===== src/design/dcache_pkg.sv =====
package dcache_pkg;

    localparam int ADDR_W    = 32;
    localparam int BLOCK_W   = 64;
    localparam int OFFSET_W  = 3;  // byte offset inside one line
    localparam int MEM_TAG_W = 4;  // zero tag means no response

    // memory port command
    typedef enum logic [1:0] {
        BUS_NONE  = 2'h0,
        BUS_LOAD  = 2'h1,
        BUS_STORE = 2'h2
    } mem_cmd_t;

    // access size of a pipeline request
    typedef enum logic [1:0] {
        BYTE = 2'h0,
        HALF = 2'h1,
        WORD = 2'h2
    } mem_size_t;

    // one cache line, read as bytes, halves or words
    typedef union packed {
        logic [BLOCK_W/8-1:0][7:0]   byte_level;
        logic [BLOCK_W/16-1:0][15:0] half_level;
        logic [BLOCK_W/32-1:0][31:0] word_level;
    } cache_block_t;

endpackage


===== src/design/load_align.sv =====
`timescale 1ns/10ps

module load_align (
    input  logic                              clock,
    input  logic                              reset,
    input  logic                              hit,
    input  dcache_pkg::cache_block_t          block,
    input  logic [dcache_pkg::OFFSET_W-1:0]   offset,
    input  dcache_pkg::mem_size_t             size,
    input  logic                              write,
    output logic                              resp_valid,
    output logic [31:0]                       resp_data
);
    import dcache_pkg::*;

    logic [31:0] load_data;

    // pick the addressed piece, upper bits stay zero
    always_comb begin
        load_data = '0;
        if (!write) begin
            case (size)
                BYTE:    load_data[7:0]  = block.byte_level[offset];
                HALF:    load_data[15:0] = block.half_level[offset[OFFSET_W-1:1]];
                WORD:    load_data       = block.word_level[offset[OFFSET_W-1]];
                default: load_data       = '0;
            endcase
        end
    end

    always_ff @(posedge clock) begin
        if (reset) begin
            resp_valid <= 1'b0;
        end else begin
            resp_valid <= hit;
        end
    end

    always_ff @(posedge clock) begin
        resp_data <= load_data;  // stores give zero
    end

    // union views only line up for a known size at an aligned offset
    a_aligned_access: assert property (@(posedge clock) disable iff (reset)
        hit |-> (size != 2'h3) &&
                (size == BYTE || offset[0] == 1'b0) &&
                (size != WORD || offset[1:0] == 2'b00));

endmodule


===== config.mk =====
export PLATFORM = sky130hd
export DESIGN_NAME = load_align
export DESIGN_NICKNAME = d
export VERILOG_FILES = /design/src/design/dcache_pkg.sv /design/src/design/load_align.sv
export SDC_FILE = /design/constraint.sdc
export NUM_CORES = 1
export LEC_CHECK = 0
export ABC_AREA = 1
export BUFFER_PORTS_ARGS = -buffer_cell sky130_fd_sc_hd__buf_2
export CORE_MARGIN = 3
export CORE_UTILIZATION = 47
export CTS_CLUSTER_SIZE = 30
export DETAILED_ROUTE_END_ITERATION = 12
export HOLD_SLACK_MARGIN = 0.08
export PLACE_DENSITY = 0.8
export SLEW_MARGIN = 40
export SYNTH_ARGS = -nofsm -noshare
export SYNTH_HDL_FRONTEND = slang
export SYNTH_SLANG_ARGS = --single-unit

===== constraint.sdc =====
create_clock -name clock -period 1.6 [get_ports clock]
set_clock_uncertainty 0.2 [all_clocks]
set_input_delay 0.16 -clock clock [delete_from_list [all_inputs] [get_ports clock]]
set_output_delay 0.16 -clock clock [all_outputs]
set_load 0.03 [all_outputs]

==> flow_summary.ini <==
[status]
outcome = finished clean

[timing]
rsz0062_at_grt = no
finalCritPeriodShare_pct = 88.4
period_needed_ns = 1.41
fin_setup_tns_ns = 0
relSlewSlack_pct = 72.3
hold_ws_ns = 0.0816
worstMarginPinSlew_ns = 0.415
clock.fmax_mhz = 707
drv_slew = 0
hold_viol = 0
fin_ws_ns = 0.185
setup_violations = 0

[floorplan]
start_util_pct = 50.0
num_rows = 24
fp.dieW_microns = 75.2
fp.dieH_microns = 75.2
die_area_sq_um = 5660
io_pins = 106
fp.coreArea_sq_um = 4500

[yosys]
ys_types = 19
synthSimpleGateAreaFrac_pct = 34.1
synth_compound_area_share_pct = 13.6
yosysSeqAreaShare_pct = 29.3
synth_nets = 464
syn_area_per_cell_sq_um = 5.84
syn_inst = 386
syn-cell-area_sq_um = 2250
ys_warn_count = 0
synthAdderAreaFrac_pct = 2.78
synth_top_family_by_area = simple AND/OR/NAND/NOR gates
ys_ff_latch = 33
synth-xor-area-share_pct = 0
synth.mux.area_fraction_pct = 1.33

[global_routing]
grt-ovfl-total = 0
grt_max_degree = 46
grt_first_pass_wirelength_microns = 11000
antenna_found_initial = 0
grt_usage_pct = 25.1
grt_pass1_vias = 2752

[detailed_routing]
antenna_left = 0
via_per_inst = 5.10
wl_per_cell_microns = 12.3
drtIter0Drc = 154
drcViolationCount = 0
wirelength_microns = 7000
num_vias = 2889
dr.pass1.iters = 5

[clock_tree]
cts_root_buffer = clkbuf_8
holdBufCountCts = 32
clock_path_buffers = 2
post-cts-setup-buffer-count = 0
cts.repair.resized = 0
htree_levels = 2
cts-buffers-inserted = 5
path_clk_slew_ns = 0.06
cts_tree = yes
cts_sinks = 33

[power]
ir_worst_vdd_mv = 0.318
power_density_nw_per_um2 = 670
p_leak_nw = 1.83

[cells_and_area]
synthToLayoutAreaGrowth_pct = 41.3
fin_nets = 593
num_antenna_cells = 0
layout-drive-gt1-share_pct = 24.3

[min_path]
min_path_cells = 5
hold_end = resp_data[20]
min_from = block[52]
hold_class = in2reg

[placed_design]
port_buffers = 105
dp_hpwl_microns = 5180
gp_congestion = 0.954
place_ws_ns = 0.0434

[setup_path]
required_ns = 1.62
cp-start-kind = input port
worst-path-max-fanout = 1
path_class = in2reg
arrival_ns = 1.44
cp-end-kind = flop

[run]
maxCapViolCount = 0
-- metrics by stage --
step | std cells | util, % | total power [W] | instance area (sq um)
4_1_cts | 567 | 70.7 | 0.00213 | 3180
3_3_place_gp | 528 | 61.6 | 0.00145 | 2780
5_1_grt | 567 | 70.7 | 0.00226 | 3180
3_5_place_dp | 528 | 61.6 | 0.00146 | 2780
2_1_floorplan | 386 | - | 0.00127 | 2250
6_report | 567 | 70.7 | 0.00213 | 3180
-- power by group --
group          internal, W  switching, W
clock network     0.000341      0.000280
logic             0.000267      0.000378
registers         0.000857    0.00000792
-- area by class of cell --
type                            instances  area (sq um)
Clock buffer                            7          86.3
Fill cell                             417          1320
Inverter                               78           293
Multi-Input combinational cell        253          1170
Sequential cell                        33           661
Tap cell                               52          65.1
Timing Repair Buffer                  144           911
-- registers in the layout, indices dropped and copies added, names as in the netlist --
| name | cells |
|---|---|
| resp_data | 32 |
| resp_valid | 1 |
-- worst max-delay path: stages --
cell           delay [ns]
dlygate4sd3_1        0.53
buf_2                0.12
nor2_1               0.08
dlygate4sd3_1        0.54
-- layer usage --
metal	track usage, %	part of all wire (%)
met4	13.6	3.1
met5	0	0
met2	46.0	51
met1	26.9	38
met3	4.94	7.9
-- placed cells by master (no fill, tap or decap), drive strengths merged --
cell type,instances
buf,112
nand2,106
inv,78
nand3,49
o21ai,36
dfxtp,33
dlygate4sd3,32
nor2,31
a21oi,13
o22ai,8
clkbuf,7
ha,5
mux2i,3
o21bai,1
or2,1
-- cells by family after synthesis --
kind of cell    after synthesis
mux                           3
simple gates                187
compound gates               58
buf+inv                     100
flops                        33
fa+ha+maj                     5
-- worst max-delay path by stage --
stage               startpoint             to  slack [ns]
floorplan              size[1]  resp_data[10]        0.31
global placement       size[1]   resp_data[0]        0.14
detailed placement     size[1]   resp_data[7]        0.04
CTS                      reset     resp_valid        0.20
global route         block[49]   resp_data[1]        0.10
finish                   reset     resp_valid        0.19
-- synthesized netlist by cell type (all sizes together) --
library cell | number | area [sq um]
o22ai | 8 | 50.1
mux2i | 3 | 30.0
ha | 5 | 62.6
or2 | 1 | 6.26
a21oi | 13 | 65.1
clkbuf | 2 | 7.51
nor2 | 31 | 116
nand3 | 49 | 245
dfxtp | 33 | 661
buf | 20 | 125
o21ai | 36 | 180
nand2 | 106 | 400
inv | 78 | 293
o21bai | 1 | 11.3
(Power assumes the default switching activity.)
