**config.mk**
```make
export PLATFORM = sky130hd
export DESIGN_NAME = miss_handler_flat
export DESIGN_NICKNAME = d
export VERILOG_FILES = /design/src/design/dcache_pkg.sv /design/src/design/line_fill_if.sv /design/src/design/miss_handler.sv /design/src/flat_wrapper.sv
export SDC_FILE = /design/constraint.sdc
export NUM_CORES = 1
export LEC_CHECK = 0
export BUFFER_PORTS_ARGS = -buffer_cell sky130_fd_sc_hd__buf_4
export CAP_MARGIN = 20
export CELL_PAD_IN_SITES_DETAIL_PLACEMENT = 1
export CELL_PAD_IN_SITES_GLOBAL_PLACEMENT = 2
export CORE_AREA = 2 2 195 197
export DETAILED_ROUTE_END_ITERATION = 12
export DIE_AREA = 0 0 197 199
export MAX_ROUTING_LAYER = met4
export PLACE_DENSITY = 0.67
export RECOVER_POWER = 25
export SLEW_MARGIN = 20
export SYNTH_ARGS = -nofsm -noshare
export SYNTH_HDL_FRONTEND = slang
export SYNTH_SLANG_ARGS = --single-unit
```
**constraint.sdc**
```tcl
create_clock -name clock -period 2.3 [get_ports clock]
set_clock_uncertainty 0.2 [all_clocks]
set_input_delay 0.46 -clock clock [delete_from_list [all_inputs] [get_ports clock]]
set_output_delay 0.46 -clock clock [all_outputs]
set_load 0.05 [all_outputs]
```
**src/design/dcache_pkg.sv**
```systemverilog
package dcache_pkg;

    localparam int ADDR_W    = 32;
    localparam int BLOCK_W   = 64;
    localparam int OFFSET_W  = 3;  // byte offset inside one line
    localparam int MEM_TAG_W = 4;  // zero tag means no response

    // memory port command
    typedef enum logic [1:0] {
        BUS_NONE  = 2'h0,
        BUS_LOAD  = 2'h1,
        BUS_STORE = 2'h2
    } mem_cmd_t;

    // access size of a pipeline request
    typedef enum logic [1:0] {
        BYTE = 2'h0,
        HALF = 2'h1,
        WORD = 2'h2
    } mem_size_t;

    // one cache line, read as bytes, halves or words
    typedef union packed {
        logic [BLOCK_W/8-1:0][7:0]   byte_level;
        logic [BLOCK_W/16-1:0][15:0] half_level;
        logic [BLOCK_W/32-1:0][31:0] word_level;
    } cache_block_t;

endpackage

```
**src/design/line_fill_if.sv**
```systemverilog
`timescale 1ns/10ps

interface line_fill_if #(
    parameter int N_LINES = 32
);
    import dcache_pkg::*;

    localparam int INDEX_W = $clog2(N_LINES);
    localparam int TAG_W   = ADDR_W - INDEX_W - OFFSET_W;

    // line fill from the memory side
    logic                 fill_valid;
    logic [INDEX_W-1:0]   fill_index;
    logic [TAG_W-1:0]     fill_tag;
    logic [BLOCK_W-1:0]   fill_block;

    logic [INDEX_W-1:0]   probe_index;  // victim or flush walk read
    logic                 invalidate;   // clears the probed line

    // held request played back after a fill
    logic                 replay_valid;
    logic                 replay_write;
    mem_size_t            replay_size;
    logic [ADDR_W-1:0]    replay_addr;
    logic [31:0]          replay_wdata;

    // lookup result, the request comes along so a miss can be captured
    logic                 lookup_valid;
    logic                 lookup_hit;
    logic                 miss_write;
    mem_size_t            miss_size;
    logic [ADDR_W-1:0]    miss_addr;
    logic [31:0]          miss_wdata;

    // contents of the probed line
    logic                 probe_valid;
    logic                 probe_dirty;
    logic [TAG_W-1:0]     probe_tag;
    logic [BLOCK_W-1:0]   probe_block;

    modport handler (
        output fill_valid, fill_index, fill_tag, fill_block,
        output probe_index, invalidate,
        output replay_valid, replay_write, replay_size, replay_addr, replay_wdata,
        input  lookup_valid, lookup_hit, miss_write, miss_size, miss_addr, miss_wdata,
        input  probe_valid, probe_dirty, probe_tag, probe_block
    );

    modport store (
        input  fill_valid, fill_index, fill_tag, fill_block,
        input  probe_index, invalidate,
        input  replay_valid, replay_write, replay_size, replay_addr, replay_wdata,
        output lookup_valid, lookup_hit, miss_write, miss_size, miss_addr, miss_wdata,
        output probe_valid, probe_dirty, probe_tag, probe_block
    );

endinterface

```
**src/design/miss_handler.sv**
```systemverilog
`timescale 1ns/10ps

module miss_handler #(
    parameter int N_LINES = 32
) (
    input  logic                                 clock,
    input  logic                                 reset,
    input  logic                                 done,

    input  logic [dcache_pkg::MEM_TAG_W-1:0]     mem_response,
    input  logic [dcache_pkg::BLOCK_W-1:0]       mem_rdata,
    input  logic [dcache_pkg::MEM_TAG_W-1:0]     mem_tag,

    output logic                                 stall,
    output dcache_pkg::mem_cmd_t                 mem_command,
    output logic [dcache_pkg::ADDR_W-1:0]        mem_addr,
    output logic [dcache_pkg::BLOCK_W-1:0]       mem_wdata,
    output logic                                 flush_finished,

    line_fill_if.handler                         fill
);
    import dcache_pkg::*;

    localparam int INDEX_W = $clog2(N_LINES);
    localparam int TAG_W   = ADDR_W - INDEX_W - OFFSET_W;

    typedef enum logic [2:0] {
        ST_READY,
        ST_WRITEBACK,
        ST_FILL_REQ,
        ST_FILL_WAIT,
        ST_REPLAY,
        ST_FLUSH_PROBE,
        ST_FLUSH_WRITE,
        ST_FINISHED
    } state_t;

    state_t                 state;
    state_t                 next_state;
    logic [INDEX_W-1:0]     walk_index;     // miss index, or flush position
    logic [MEM_TAG_W-1:0]   mem_tag_q;      // tag of the outstanding load

    // held miss request
    logic                   req_write_q;
    mem_size_t              req_size_q;
    logic [ADDR_W-1:0]      req_addr_q;
    logic [31:0]            req_wdata_q;

    logic                   miss;
    logic                   accepted;
    logic                   victim_dirty;
    logic                   fill_return;
    logic                   last_index;
    logic [ADDR_W-1:0]      victim_addr;

    assign miss         = (state == ST_READY) && fill.lookup_valid && !fill.lookup_hit;
    assign accepted     = (mem_response != '0);
    assign victim_dirty = fill.probe_valid && fill.probe_dirty;
    assign fill_return  = (state == ST_FILL_WAIT) && (mem_tag == mem_tag_q);
    assign last_index   = &walk_index;
    assign victim_addr  = {fill.probe_tag, walk_index, {OFFSET_W{1'b0}}};

    // in ready the victim is looked up at the missing request's index
    assign fill.probe_index = (state == ST_READY) ? fill.miss_addr[OFFSET_W +: INDEX_W]
                                                  : walk_index;

    always_comb begin
        next_state = state;
        case (state)
            ST_READY: begin
                if (miss) begin
                    next_state = victim_dirty ? ST_WRITEBACK : ST_FILL_REQ;
                end else if (done) begin
                    next_state = ST_FLUSH_PROBE;
                end
            end
            ST_WRITEBACK:   if (accepted) next_state = ST_FILL_REQ;
            ST_FILL_REQ:    if (accepted) next_state = ST_FILL_WAIT;
            ST_FILL_WAIT:   if (fill_return) next_state = ST_REPLAY;
            ST_REPLAY:      next_state = ST_READY;  // hit is resolved in this cycle
            ST_FLUSH_PROBE: begin
                if (victim_dirty) begin
                    next_state = ST_FLUSH_WRITE;
                end else if (last_index) begin
                    next_state = ST_FINISHED;
                end
            end
            ST_FLUSH_WRITE: begin
                if (accepted) begin
                    next_state = last_index ? ST_FINISHED : ST_FLUSH_PROBE;
                end
            end
            ST_FINISHED:    next_state = ST_FINISHED;  // held until reset
            default:        next_state = ST_READY;
        endcase
    end

    always_ff @(posedge clock) begin
        if (reset) begin
            state      <= ST_READY;
            stall      <= 1'b0;
            walk_index <= '0;
            mem_tag_q  <= '0;
        end else begin
            state <= next_state;
            stall <= (next_state != ST_READY);
            if (miss) begin
                walk_index <= fill.miss_addr[OFFSET_W +: INDEX_W];
            end else if (state == ST_READY && done) begin
                walk_index <= '0;  // start of flush walk
            end else if ((state == ST_FLUSH_PROBE && !victim_dirty) ||
                         (state == ST_FLUSH_WRITE && accepted)) begin
                walk_index <= walk_index + 1'b1;
            end
            if (state == ST_FILL_REQ && accepted) begin
                mem_tag_q <= mem_response;
            end
        end
    end

    always_ff @(posedge clock) begin
        if (miss) begin
            req_write_q <= fill.miss_write;
            req_size_q  <= fill.miss_size;
            req_addr_q  <= fill.miss_addr;
            req_wdata_q <= fill.miss_wdata;
        end
    end

    always_comb begin
        mem_command = BUS_NONE;
        mem_addr    = '0;
        mem_wdata   = '0;
        case (state)
            ST_WRITEBACK, ST_FLUSH_WRITE: begin
                mem_command = BUS_STORE;
                mem_addr    = victim_addr;
                mem_wdata   = fill.probe_block;
            end
            ST_FILL_REQ: begin
                mem_command = BUS_LOAD;
                mem_addr    = {req_addr_q[ADDR_W-1:OFFSET_W], {OFFSET_W{1'b0}}};  // line aligned
            end
            default: ;
        endcase
    end

    assign fill.fill_valid = fill_return;
    assign fill.fill_index = walk_index;
    assign fill.fill_tag   = req_addr_q[ADDR_W-1 -: TAG_W];
    assign fill.fill_block = mem_rdata;

    // every flushed line is dropped, dirty ones after their store is taken
    assign fill.invalidate = (state == ST_FLUSH_PROBE && !victim_dirty) ||
                             (state == ST_FLUSH_WRITE && accepted);

    assign fill.replay_valid = (state == ST_REPLAY);
    assign fill.replay_write = req_write_q;
    assign fill.replay_size  = req_size_q;
    assign fill.replay_addr  = req_addr_q;
    assign fill.replay_wdata = req_wdata_q;

    assign flush_finished = (state == ST_FINISHED);

    // memory sees the same command until it hands out a tag
    a_cmd_held: assert property (@(posedge clock) disable iff (reset)
        (mem_command != BUS_NONE && mem_response == '0) |=>
        ($stable(mem_command) && $stable(mem_addr) && $stable(mem_wdata)));

endmodule

```
**src/flat_wrapper.sv**
```systemverilog
// flat-port wrapper written by rule: the top's interface ports become plain ports
module miss_handler_flat import dcache_pkg::*;
#(
    parameter int N_LINES = 32
)
  (clock, reset, done, mem_response, mem_rdata, mem_tag, stall, mem_command, mem_addr, mem_wdata, flush_finished, fill_fill_valid, fill_fill_index, fill_fill_tag, fill_fill_block, fill_probe_index, fill_invalidate, fill_replay_valid, fill_replay_write, fill_replay_size, fill_replay_addr, fill_replay_wdata, fill_lookup_valid, fill_lookup_hit, fill_miss_write, fill_miss_size, fill_miss_addr, fill_miss_wdata, fill_probe_valid, fill_probe_dirty, fill_probe_tag, fill_probe_block);
  line_fill_if #(.N_LINES(N_LINES)) fill_i ();
  input  logic clock;
  input  logic reset;
  input  logic done;
  input  logic [dcache_pkg::MEM_TAG_W-1:0] mem_response;
  input  logic [dcache_pkg::BLOCK_W-1:0] mem_rdata;
  input  logic [dcache_pkg::MEM_TAG_W-1:0] mem_tag;
  output logic stall;
  output dcache_pkg::mem_cmd_t mem_command;
  output logic [dcache_pkg::ADDR_W-1:0] mem_addr;
  output logic [dcache_pkg::BLOCK_W-1:0] mem_wdata;
  output logic flush_finished;
  output wire logic [$bits(fill_i.fill_valid)-1:0] fill_fill_valid;
  output wire logic [$bits(fill_i.fill_index)-1:0] fill_fill_index;
  output wire logic [$bits(fill_i.fill_tag)-1:0] fill_fill_tag;
  output wire logic [$bits(fill_i.fill_block)-1:0] fill_fill_block;
  output wire logic [$bits(fill_i.probe_index)-1:0] fill_probe_index;
  output wire logic [$bits(fill_i.invalidate)-1:0] fill_invalidate;
  output wire logic [$bits(fill_i.replay_valid)-1:0] fill_replay_valid;
  output wire logic [$bits(fill_i.replay_write)-1:0] fill_replay_write;
  output wire logic [$bits(fill_i.replay_size)-1:0] fill_replay_size;
  output wire logic [$bits(fill_i.replay_addr)-1:0] fill_replay_addr;
  output wire logic [$bits(fill_i.replay_wdata)-1:0] fill_replay_wdata;
  input wire logic [$bits(fill_i.lookup_valid)-1:0] fill_lookup_valid;
  input wire logic [$bits(fill_i.lookup_hit)-1:0] fill_lookup_hit;
  input wire logic [$bits(fill_i.miss_write)-1:0] fill_miss_write;
  input wire logic [$bits(fill_i.miss_size)-1:0] fill_miss_size;
  input wire logic [$bits(fill_i.miss_addr)-1:0] fill_miss_addr;
  input wire logic [$bits(fill_i.miss_wdata)-1:0] fill_miss_wdata;
  input wire logic [$bits(fill_i.probe_valid)-1:0] fill_probe_valid;
  input wire logic [$bits(fill_i.probe_dirty)-1:0] fill_probe_dirty;
  input wire logic [$bits(fill_i.probe_tag)-1:0] fill_probe_tag;
  input wire logic [$bits(fill_i.probe_block)-1:0] fill_probe_block;
  assign fill_fill_valid = fill_i.fill_valid;
  assign fill_fill_index = fill_i.fill_index;
  assign fill_fill_tag = fill_i.fill_tag;
  assign fill_fill_block = fill_i.fill_block;
  assign fill_probe_index = fill_i.probe_index;
  assign fill_invalidate = fill_i.invalidate;
  assign fill_replay_valid = fill_i.replay_valid;
  assign fill_replay_write = fill_i.replay_write;
  assign fill_replay_size = fill_i.replay_size;
  assign fill_replay_addr = fill_i.replay_addr;
  assign fill_replay_wdata = fill_i.replay_wdata;
  assign fill_i.lookup_valid = fill_lookup_valid;
  assign fill_i.lookup_hit = fill_lookup_hit;
  assign fill_i.miss_write = fill_miss_write;
  assign fill_i.miss_size = fill_miss_size;
  assign fill_i.miss_addr = fill_miss_addr;
  assign fill_i.miss_wdata = fill_miss_wdata;
  assign fill_i.probe_valid = fill_probe_valid;
  assign fill_i.probe_dirty = fill_probe_dirty;
  assign fill_i.probe_tag = fill_probe_tag;
  assign fill_i.probe_block = fill_probe_block;
  miss_handler #(.N_LINES(N_LINES)) u_core (.clock(clock), .reset(reset), .done(done), .mem_response(mem_response), .mem_rdata(mem_rdata), .mem_tag(mem_tag), .stall(stall), .mem_command(mem_command), .mem_addr(mem_addr), .mem_wdata(mem_wdata), .flush_finished(flush_finished), .fill(fill_i));
endmodule
```
==> results of run 1 <==
==> critical path, cell delays in order, from the launching register on <==
cell and delay [ps]:
dfxtp_4 360, nand2b_4 150, mux2i_4 170, buf_12 170
buf_12 140, buf_16 130, a22o_2 140, buf_6 150
==> cell usage after synthesis (all sizes together) <==
cell      n  area share
o21bai    1      0.0017
inv       8      0.0069
xnor2     4      0.0081
and2     68       0.099
or2       1      0.0014
a221oi    3      0.0061
nand3     2      0.0023
a211oi    1      0.0017
nand2b    4      0.0075
nand2    13       0.012
a2111oi   2      0.0069
a211o     2      0.0040
o32ai     1      0.0020
ha        2      0.0058
nor4      2      0.0064
o22ai     2      0.0043
o21ai    10       0.012
nor2b     2      0.0029
nor3      3      0.0046
clkbuf   12       0.012
a22o     29       0.059
and4b     1      0.0023
or3       1      0.0014
a31oi     1      0.0014
dfxtp    13       0.060
a22oi     6       0.010
conb      1     0.00087
buf      98        0.17
mux2i     1      0.0023
nor2      7      0.0066
and3      2      0.0029
o221ai    1      0.0020
edfxtp   67        0.46
a2111o    1      0.0026
o311a     1      0.0023
nand4     2      0.0029
a21oi     3      0.0035
nor3b     1      0.0017
==> timing repair <==
action,CTS,global route
pin swaps,15,5
hold buffers,0,0
hold endpoints to repair,0,0
cloned,6,1
setup endpoints to repair,100,106
resized for setup,146,70
buffers inserted,8,8
==> registers in the layout (all words and copies together) (netlist names) <==
name	flops
u_core.fill.replay_write	1
u_core.state	3
u_core.fill.replay_size	2
u_core.stall	1
u_core.fill.fill_index	5
u_core.fill.replay_addr	32
u_core.fill.replay_wdata	32
u_core.mem_tag_q	4
==> cell type report <==
| cell class | instances | area (µm²) |
|---|---|---|
| clock buffer | 9 | 225 |
| clock inverter | 7 | 67.6 |
| fill | 4202 | 28500 |
| inverter | 8 | 30.0 |
| multi-input combinational | 183 | 1530 |
| sequential | 80 | 2290 |
| tap | 474 | 593 |
| timing repair buffer | 414 | 3930 |
==> kinds of logic (layout without fill, tap and decap cells) <==
kind of cell,after synthesis,count (layout),share of synthesized area
flip-flops,80,80,0.525
adder cells (fa/ha/maj),2,2,0.00578
multiplexers,1,1,0.00231
XOR/XNOR,4,4,0.00809
AND/OR/NAND/NOR,109,109,0.154
buffers and inverters,118,438,0.185
AO/OA/AOI/OAI,64,64,0.119
other,1,3,0.000866
==> cell usage in the layout, fill, tap and decap left out, types with 3 or more instances in the layout <==
cell	netlist	layout
buf_8	0	34
a22oi_1	6	6
o21ai_2	0	4
o21ai_0	10	5
buf_4	92	223
dfxtp_4	0	3
edfxtp_1	67	67
nand2_2	1	5
clkbuf_1	8	9
conb_1	1	3
and2_4	1	23
a221oi_1	3	3
dfxtp_1	13	8
clkbuf_16	0	10
buf_12	0	16
and2_2	0	9
inv_1	8	8
a22o_4	0	11
a22o_2	0	13
xnor2_1	4	4
and2_1	67	36
buf_16	0	7
nand2_1	12	8
a22o_1	29	5
nor2_1	6	6
clkbuf_4	0	58
buf_6	0	65
==> through the flow <==
| step | setup WS, ps | std cells |
|---|---|---|
| 6_report | -143 | 1175 |
| 5_1_grt | -213 | 1175 |
| 4_1_cts | -184 | 1166 |
| 3_5_place_dp | 31.7 | 1136 |
| 3_3_place_gp | 23.6 | 1136 |
| 2_1_floorplan | -56.9 | 381 |
==> power breakdown <==
part	total (mW)	switching [mW]	internal, mW
clock	1.52	0.678	0.841
sequential	1.92	0.136	1.79
combinational	6.24	3.67	2.57
total	9.68	4.48	5.20
==> metal layers <==
layer,global-route usage,share of wire,vias to the layer above
met5,-,0,-
met4,0.0468,0.029,0
met3,0.0483,0.095,34
met2,0.171,0.49,226
met1,0.123,0.38,1980
li1,-,-,1880
==> worst paths after layout <==
check             slack (ps)                          end  depth (start not counted)
hold reg to reg          340          u_core.mem_tag_q[3]                          2
setup / recovery        -140                 mem_addr[21]                          7
hold / removal            90  u_core.fill.replay_addr[12]                          1
setup reg to reg         120  u_core.fill.replay_addr[19]                          7
==> run summary, run 1 <==
Setup CP Type: reg2out
Area Overhead vs Synth: 100%
Placed Area: 7230 µm²
unrepaired setup endpoints after global routing: true
Synth Area per Inst: 11.4 µm²
fin util: 0.233
Die W: 197 µm
CTS tree: done
critical path launch point type: flop
Pre-antenna DRT Iters: 4
Required @ worst endpoint: 1640 ps
vias in the first global route: 4122
hold_ws: 86.6 ps
Setup crit end kind: output pin
DP Wirelength: 17.3 mm
max-cap check violation count: 0
final antenna-violating net count: 0
I/O Pins: 502
routed via count: 4120
reg-to-reg startpoint: u_core.state[1]
Core ar.: 37100 µm²
Min-Delay Path Class: in2reg
# nets final: 932
Num CTS Buffers: 9
Root Driver: clkbuf_16
final instance area: 8660 µm²
Initial Util: 0.117
failing checks: negative setup slack
CTS Buffer Depth: 2
die height: 199 µm
PortBufs: 370
worst vdd ir: 409 µV
min-delay src: fill_miss_addr[12]
antenna fix cells: 0
outcome: finished with violations
gr ovfl total: 0
Avg WL per Cell: 19.2 µm
WL final: 22.5 mm
drc violations: 0
Fmax achieved: 409 MHz
depth of the CTS H-tree: 3
Core Rows: 71
final count of hold timing violations: 0
initial antenna violation count: 1
Synth Register Bits: 80
Final Slew Violations: 0
Arr. time, crit path: 1780 ps
largest net degree at the start of global routing: 61
min Tclk post-route: 2440 ps
Worst Setup SP: u_core.state[1]
register area share after synthesis: 0.525
Tcrit/Tclk final: 1.06
routability cong.: 0.754
post-route setup TNS: -9030 ps
clock sink count: 80
leakage power: 3.75 nW
DR vias/cell: 3.51
Total Power: 9.68 mW
final setup vio count: 95
Mapped Cells: 379
critical path fanouts, max: 5
final worst slack: -143 ps
wire length of the first global-routing pass: 29.4 mm
post-synthesis cell type count: 47
Clock Pin Slew Worst Setup and Hold Paths: 70 ps
pwr/cell area: 1120 nW/µm²
yosys warns: 0
layout cell share with drive strength beyond 1: 0.718
synthesized area: 4330 µm²
initial DRC count: 131
Clock Latency Late Sink: 370 ps
die area: 39200 µm²
global-route usage over all layers: 0.110
Power figures use the tool's default switching activity.
==> inputs of run 2 (changes only) <==
--- a/config.mk
+++ b/config.mk
@@ -5,15 +5,16 @@
 export SDC_FILE = /design/constraint.sdc
 export NUM_CORES = 1
 export LEC_CHECK = 0
+export ABC_AREA = 1
 export BUFFER_PORTS_ARGS = -buffer_cell sky130_fd_sc_hd__buf_4
 export CAP_MARGIN = 20
 export CELL_PAD_IN_SITES_DETAIL_PLACEMENT = 1
 export CELL_PAD_IN_SITES_GLOBAL_PLACEMENT = 2
-export CORE_AREA = 2 2 195 197
+export CORE_AREA = 2 2 198 200
 export DETAILED_ROUTE_END_ITERATION = 12
-export DIE_AREA = 0 0 197 199
+export DIE_AREA = 0 0 200 202
 export MAX_ROUTING_LAYER = met4
-export PLACE_DENSITY = 0.67
+export PLACE_DENSITY = 0.69
 export RECOVER_POWER = 25
 export SLEW_MARGIN = 20
 export SYNTH_ARGS = -nofsm -noshare
==> run summary, run 2 <==
Area Overhead vs Synth: 88.1%
final count of hold timing violations: 0 (unchanged)
Worst Setup SP: u_core.state[1]
register area: 2280 µm² (-0.11%)
max-cap check violation count: 0 (unchanged)
Arr. time, crit path: 1700 ps (-80 ps)
die area: 40400 µm² (+3.1%)
critical path launch point type: flop
# nets final: 1039 (+11%)
Placed Area: 7390 µm² (+2.2%)
wire length of the first global-routing pass: 29.5 mm (+0.49%)
CTS Buffer Depth: 2 (unchanged)
flop-to-flop setup slack: 290 ps (+170 ps)
outcome: finished with violations
Initial Util: 0.117 (+0.000409)
largest net degree at the start of global routing: 39 (-36%)
post-route setup TNS: -855 ps (+8180 ps)
Num CTS Buffers: 9 (unchanged)
area of the multi-input gates: 1350 µm² (-12%)
Synth Register Bits: 80 (unchanged)
routed via count: 4452 (+8.1%)
min Tclk post-route: 2360 ps (-79.0 ps)
reg-to-reg startpoint: u_core.state[1]
top cells by count, synth: buf_4 (94), inv_1 (87), nor2_1 (75)
synthesized area: 4480 µm² (+3.5%)
unrepaired setup endpoints after global routing: true
Mapped Cells: 489 (+29%)
Place WS: 189 ps (+158 ps)
I/O Pins: 502 (unchanged)
WL final: 21.1 mm (-6.4%)
CP Cell Sequence: buf_4 -> nand3_2 -> inv_4 -> buf_12 -> buf_12 -> a22o_1 -> buf_6
R2R cell count: 6 (-1)
Area contributors post-synth: edfxtp_1 (45%), buf_4 (16%), inv_1 (7.3%)
Clock Pin Slew Worst Setup and Hold Paths: 80 ps (about the same)
Critical Path Stages: 7 (unchanged)
Fmax achieved: 423 MHz (+3.3%)
Die W: 200 µm (+1.5%)
routability cong.: 0.824 (+9.4%)
worst vdd ir: 417 µV (+1.9%)
die height: 202 µm (+1.5%)
most frequent cell after synthesis: buf_4
CP peak stage delay: 370 ps (about the same)
worst path bufs/invs: 5 (+1)
initial antenna violation count: 0 (-1)
yosys warns: 0 (unchanged)
pwr/cell area: 1380 nW/µm² (+23%)
Setup crit end kind: output pin
Clock Latency Late Sink: 340 ps (-30 ps)
drc violations: 0 (unchanged)
Avg WL per Cell: 15.9 µm (-17%)
leakage power: 3.98 nW (+6.1%)
Worst Setup EP: mem_addr[12]
layout cell share with drive strength beyond 1: 0.597 (-0.121)
share of the synthesized area in the top cell type: 0.449 (-0.0156)
commonest non-fill, non-tap cell in the layout: buf_4
FILL cells: 4457 (+6.1%)
Pre-antenna DRT Iters: 4 (unchanged)
critical path fanouts, max: 16 (+11)
Min-Delay Path Class: in2reg
Setup CP Type: reg2out
PortBufs: 370 (unchanged)
initial DRC count: 155 (+18%)
gr ovfl total: 0 (unchanged)
Synth Area per Inst: 9.16 µm² (-20%)
register area share after synthesis: 0.507 (-0.0176)
Yosys top cell by area: edfxtp_1
EDFF count, synth: 67 (unchanged)
antenna fix cells: 0 (unchanged)
Async SR Flop Fraction: 0 (unchanged)
Slowest cell on crit path: dfxtp_4
Core Rows: 72 (+1.4%)
post-synthesis cell type count: 28 (-40%)
vias in the first global route: 4653 (+13%)
final setup vio count: 26 (-73%)
family with the most delay on the worst path: buffers and inverters
DR vias/cell: 3.36 (-4.2%)
clock sink count: 80 (unchanged)
Tcrit/Tclk final: 1.03 (-0.0344)
final antenna-violating net count: 0 (unchanged)
Root Driver: clkbuf_16
final instance area: 8430 µm² (-2.7%)
crit-path most repeated cell: buf_12
DP Wirelength: 16.6 mm (-3.9%)
Critical R2R Capture: u_core.fill.replay_wdata[27]
Required @ worst endpoint: 1640 ps (about the same)
most used flip-flop cell after synthesis: edfxtp_1
global-route usage over all layers: 0.103 (-0.00745)
Final Slew Violations: 0 (unchanged)
failing checks: negative setup slack
depth of the CTS H-tree: 3 (unchanged)
final worst slack: -64.2 ps (+79.0 ps)
CTS Hold Bufs: 0 (unchanged)
Core ar.: 38300 µm² (+3.1%)
most frequent cells in the layout: buf_4 (259), inv_1 (86), edfxtp_1 (67)
CTS tree: done
==> run 2: how the worst min path moves through the flow <==
stage,startpoint,to,slack (ps),cells after the start
after global placement,u_core.mem_tag_q[3],u_core.mem_tag_q[3],270,2
after global routing,fill_miss_wdata[23],u_core.fill.replay_wdata[23],80,1
after detailed placement,u_core.mem_tag_q[1],u_core.mem_tag_q[1],280,2
after CTS,fill_miss_addr[2],u_core.fill.replay_addr[2],60,1
after floorplan,u_core.mem_tag_q[0],u_core.mem_tag_q[0],250,2
final,fill_miss_wdata[6],u_core.fill.replay_wdata[6],100,1
==> run 2: layout make-up <==
type	count	share of cell area
repair buffers	403	0.407
repair inverters	1	0.00193
clock buffers	9	0.0267
multi-input cells	212	0.160
flip-flops and latches	80	0.271
inverters	96	0.0474
clock inverters	7	0.00965
well taps	518	0.0769
==> run 2: where the power goes <==
group	switching [mW]	internal (mW)	total (mW)	leakage, nW
logic	5.32	2.71	8.03	3.11
clock network	0.704	0.776	1.48	0.150
registers	0.232	1.88	2.11	0.726
total	6.25	5.36	11.6	3.98
==> run 2: metal layers <==
layer,vias up,part of all wire,GRT usage
met5,-,0,-
met1,2083,0.40,0.120
met4,0,0.016,0.0270
met3,34,0.10,0.0402
met2,254,0.48,0.163
li1,2081,-,-
==> run 2: what timing repair did <==
item,CTS,global route
gates resized for setup,84,46
buffers inserted,11,5
gates cloned,4,1
endpoints found under the setup margin,95,98
pin swaps,12,11
==> run 2: logic make-up after synthesis <==
family                     share of synthesized area
and+or+nand+nor                                0.146
DFF                                            0.507
AOI/OAI and AO/OA                             0.0858
other                                       0.000837
adders and majority gates                    0.00559
buffers and inverters                          0.253
xor gates and xnor gates                     0.00196
==> run 2: per-stage QoR <==
| step | hold WS (ps) | power (mW) | utilization | instances |
|---|---|---|---|---|
| global route | 81.2 | 12.2 | 0.220 | 1326 |
| floorplan | 247 | 7.10 | - | 491 |
| global placement | 271 | 8.89 | 0.193 | 1290 |
| CTS | 61.6 | 11.4 | 0.215 | 1321 |
| detailed placement | 276 | 8.94 | 0.193 | 1290 |
| finish | 101 | 11.6 | 0.220 | 1326 |
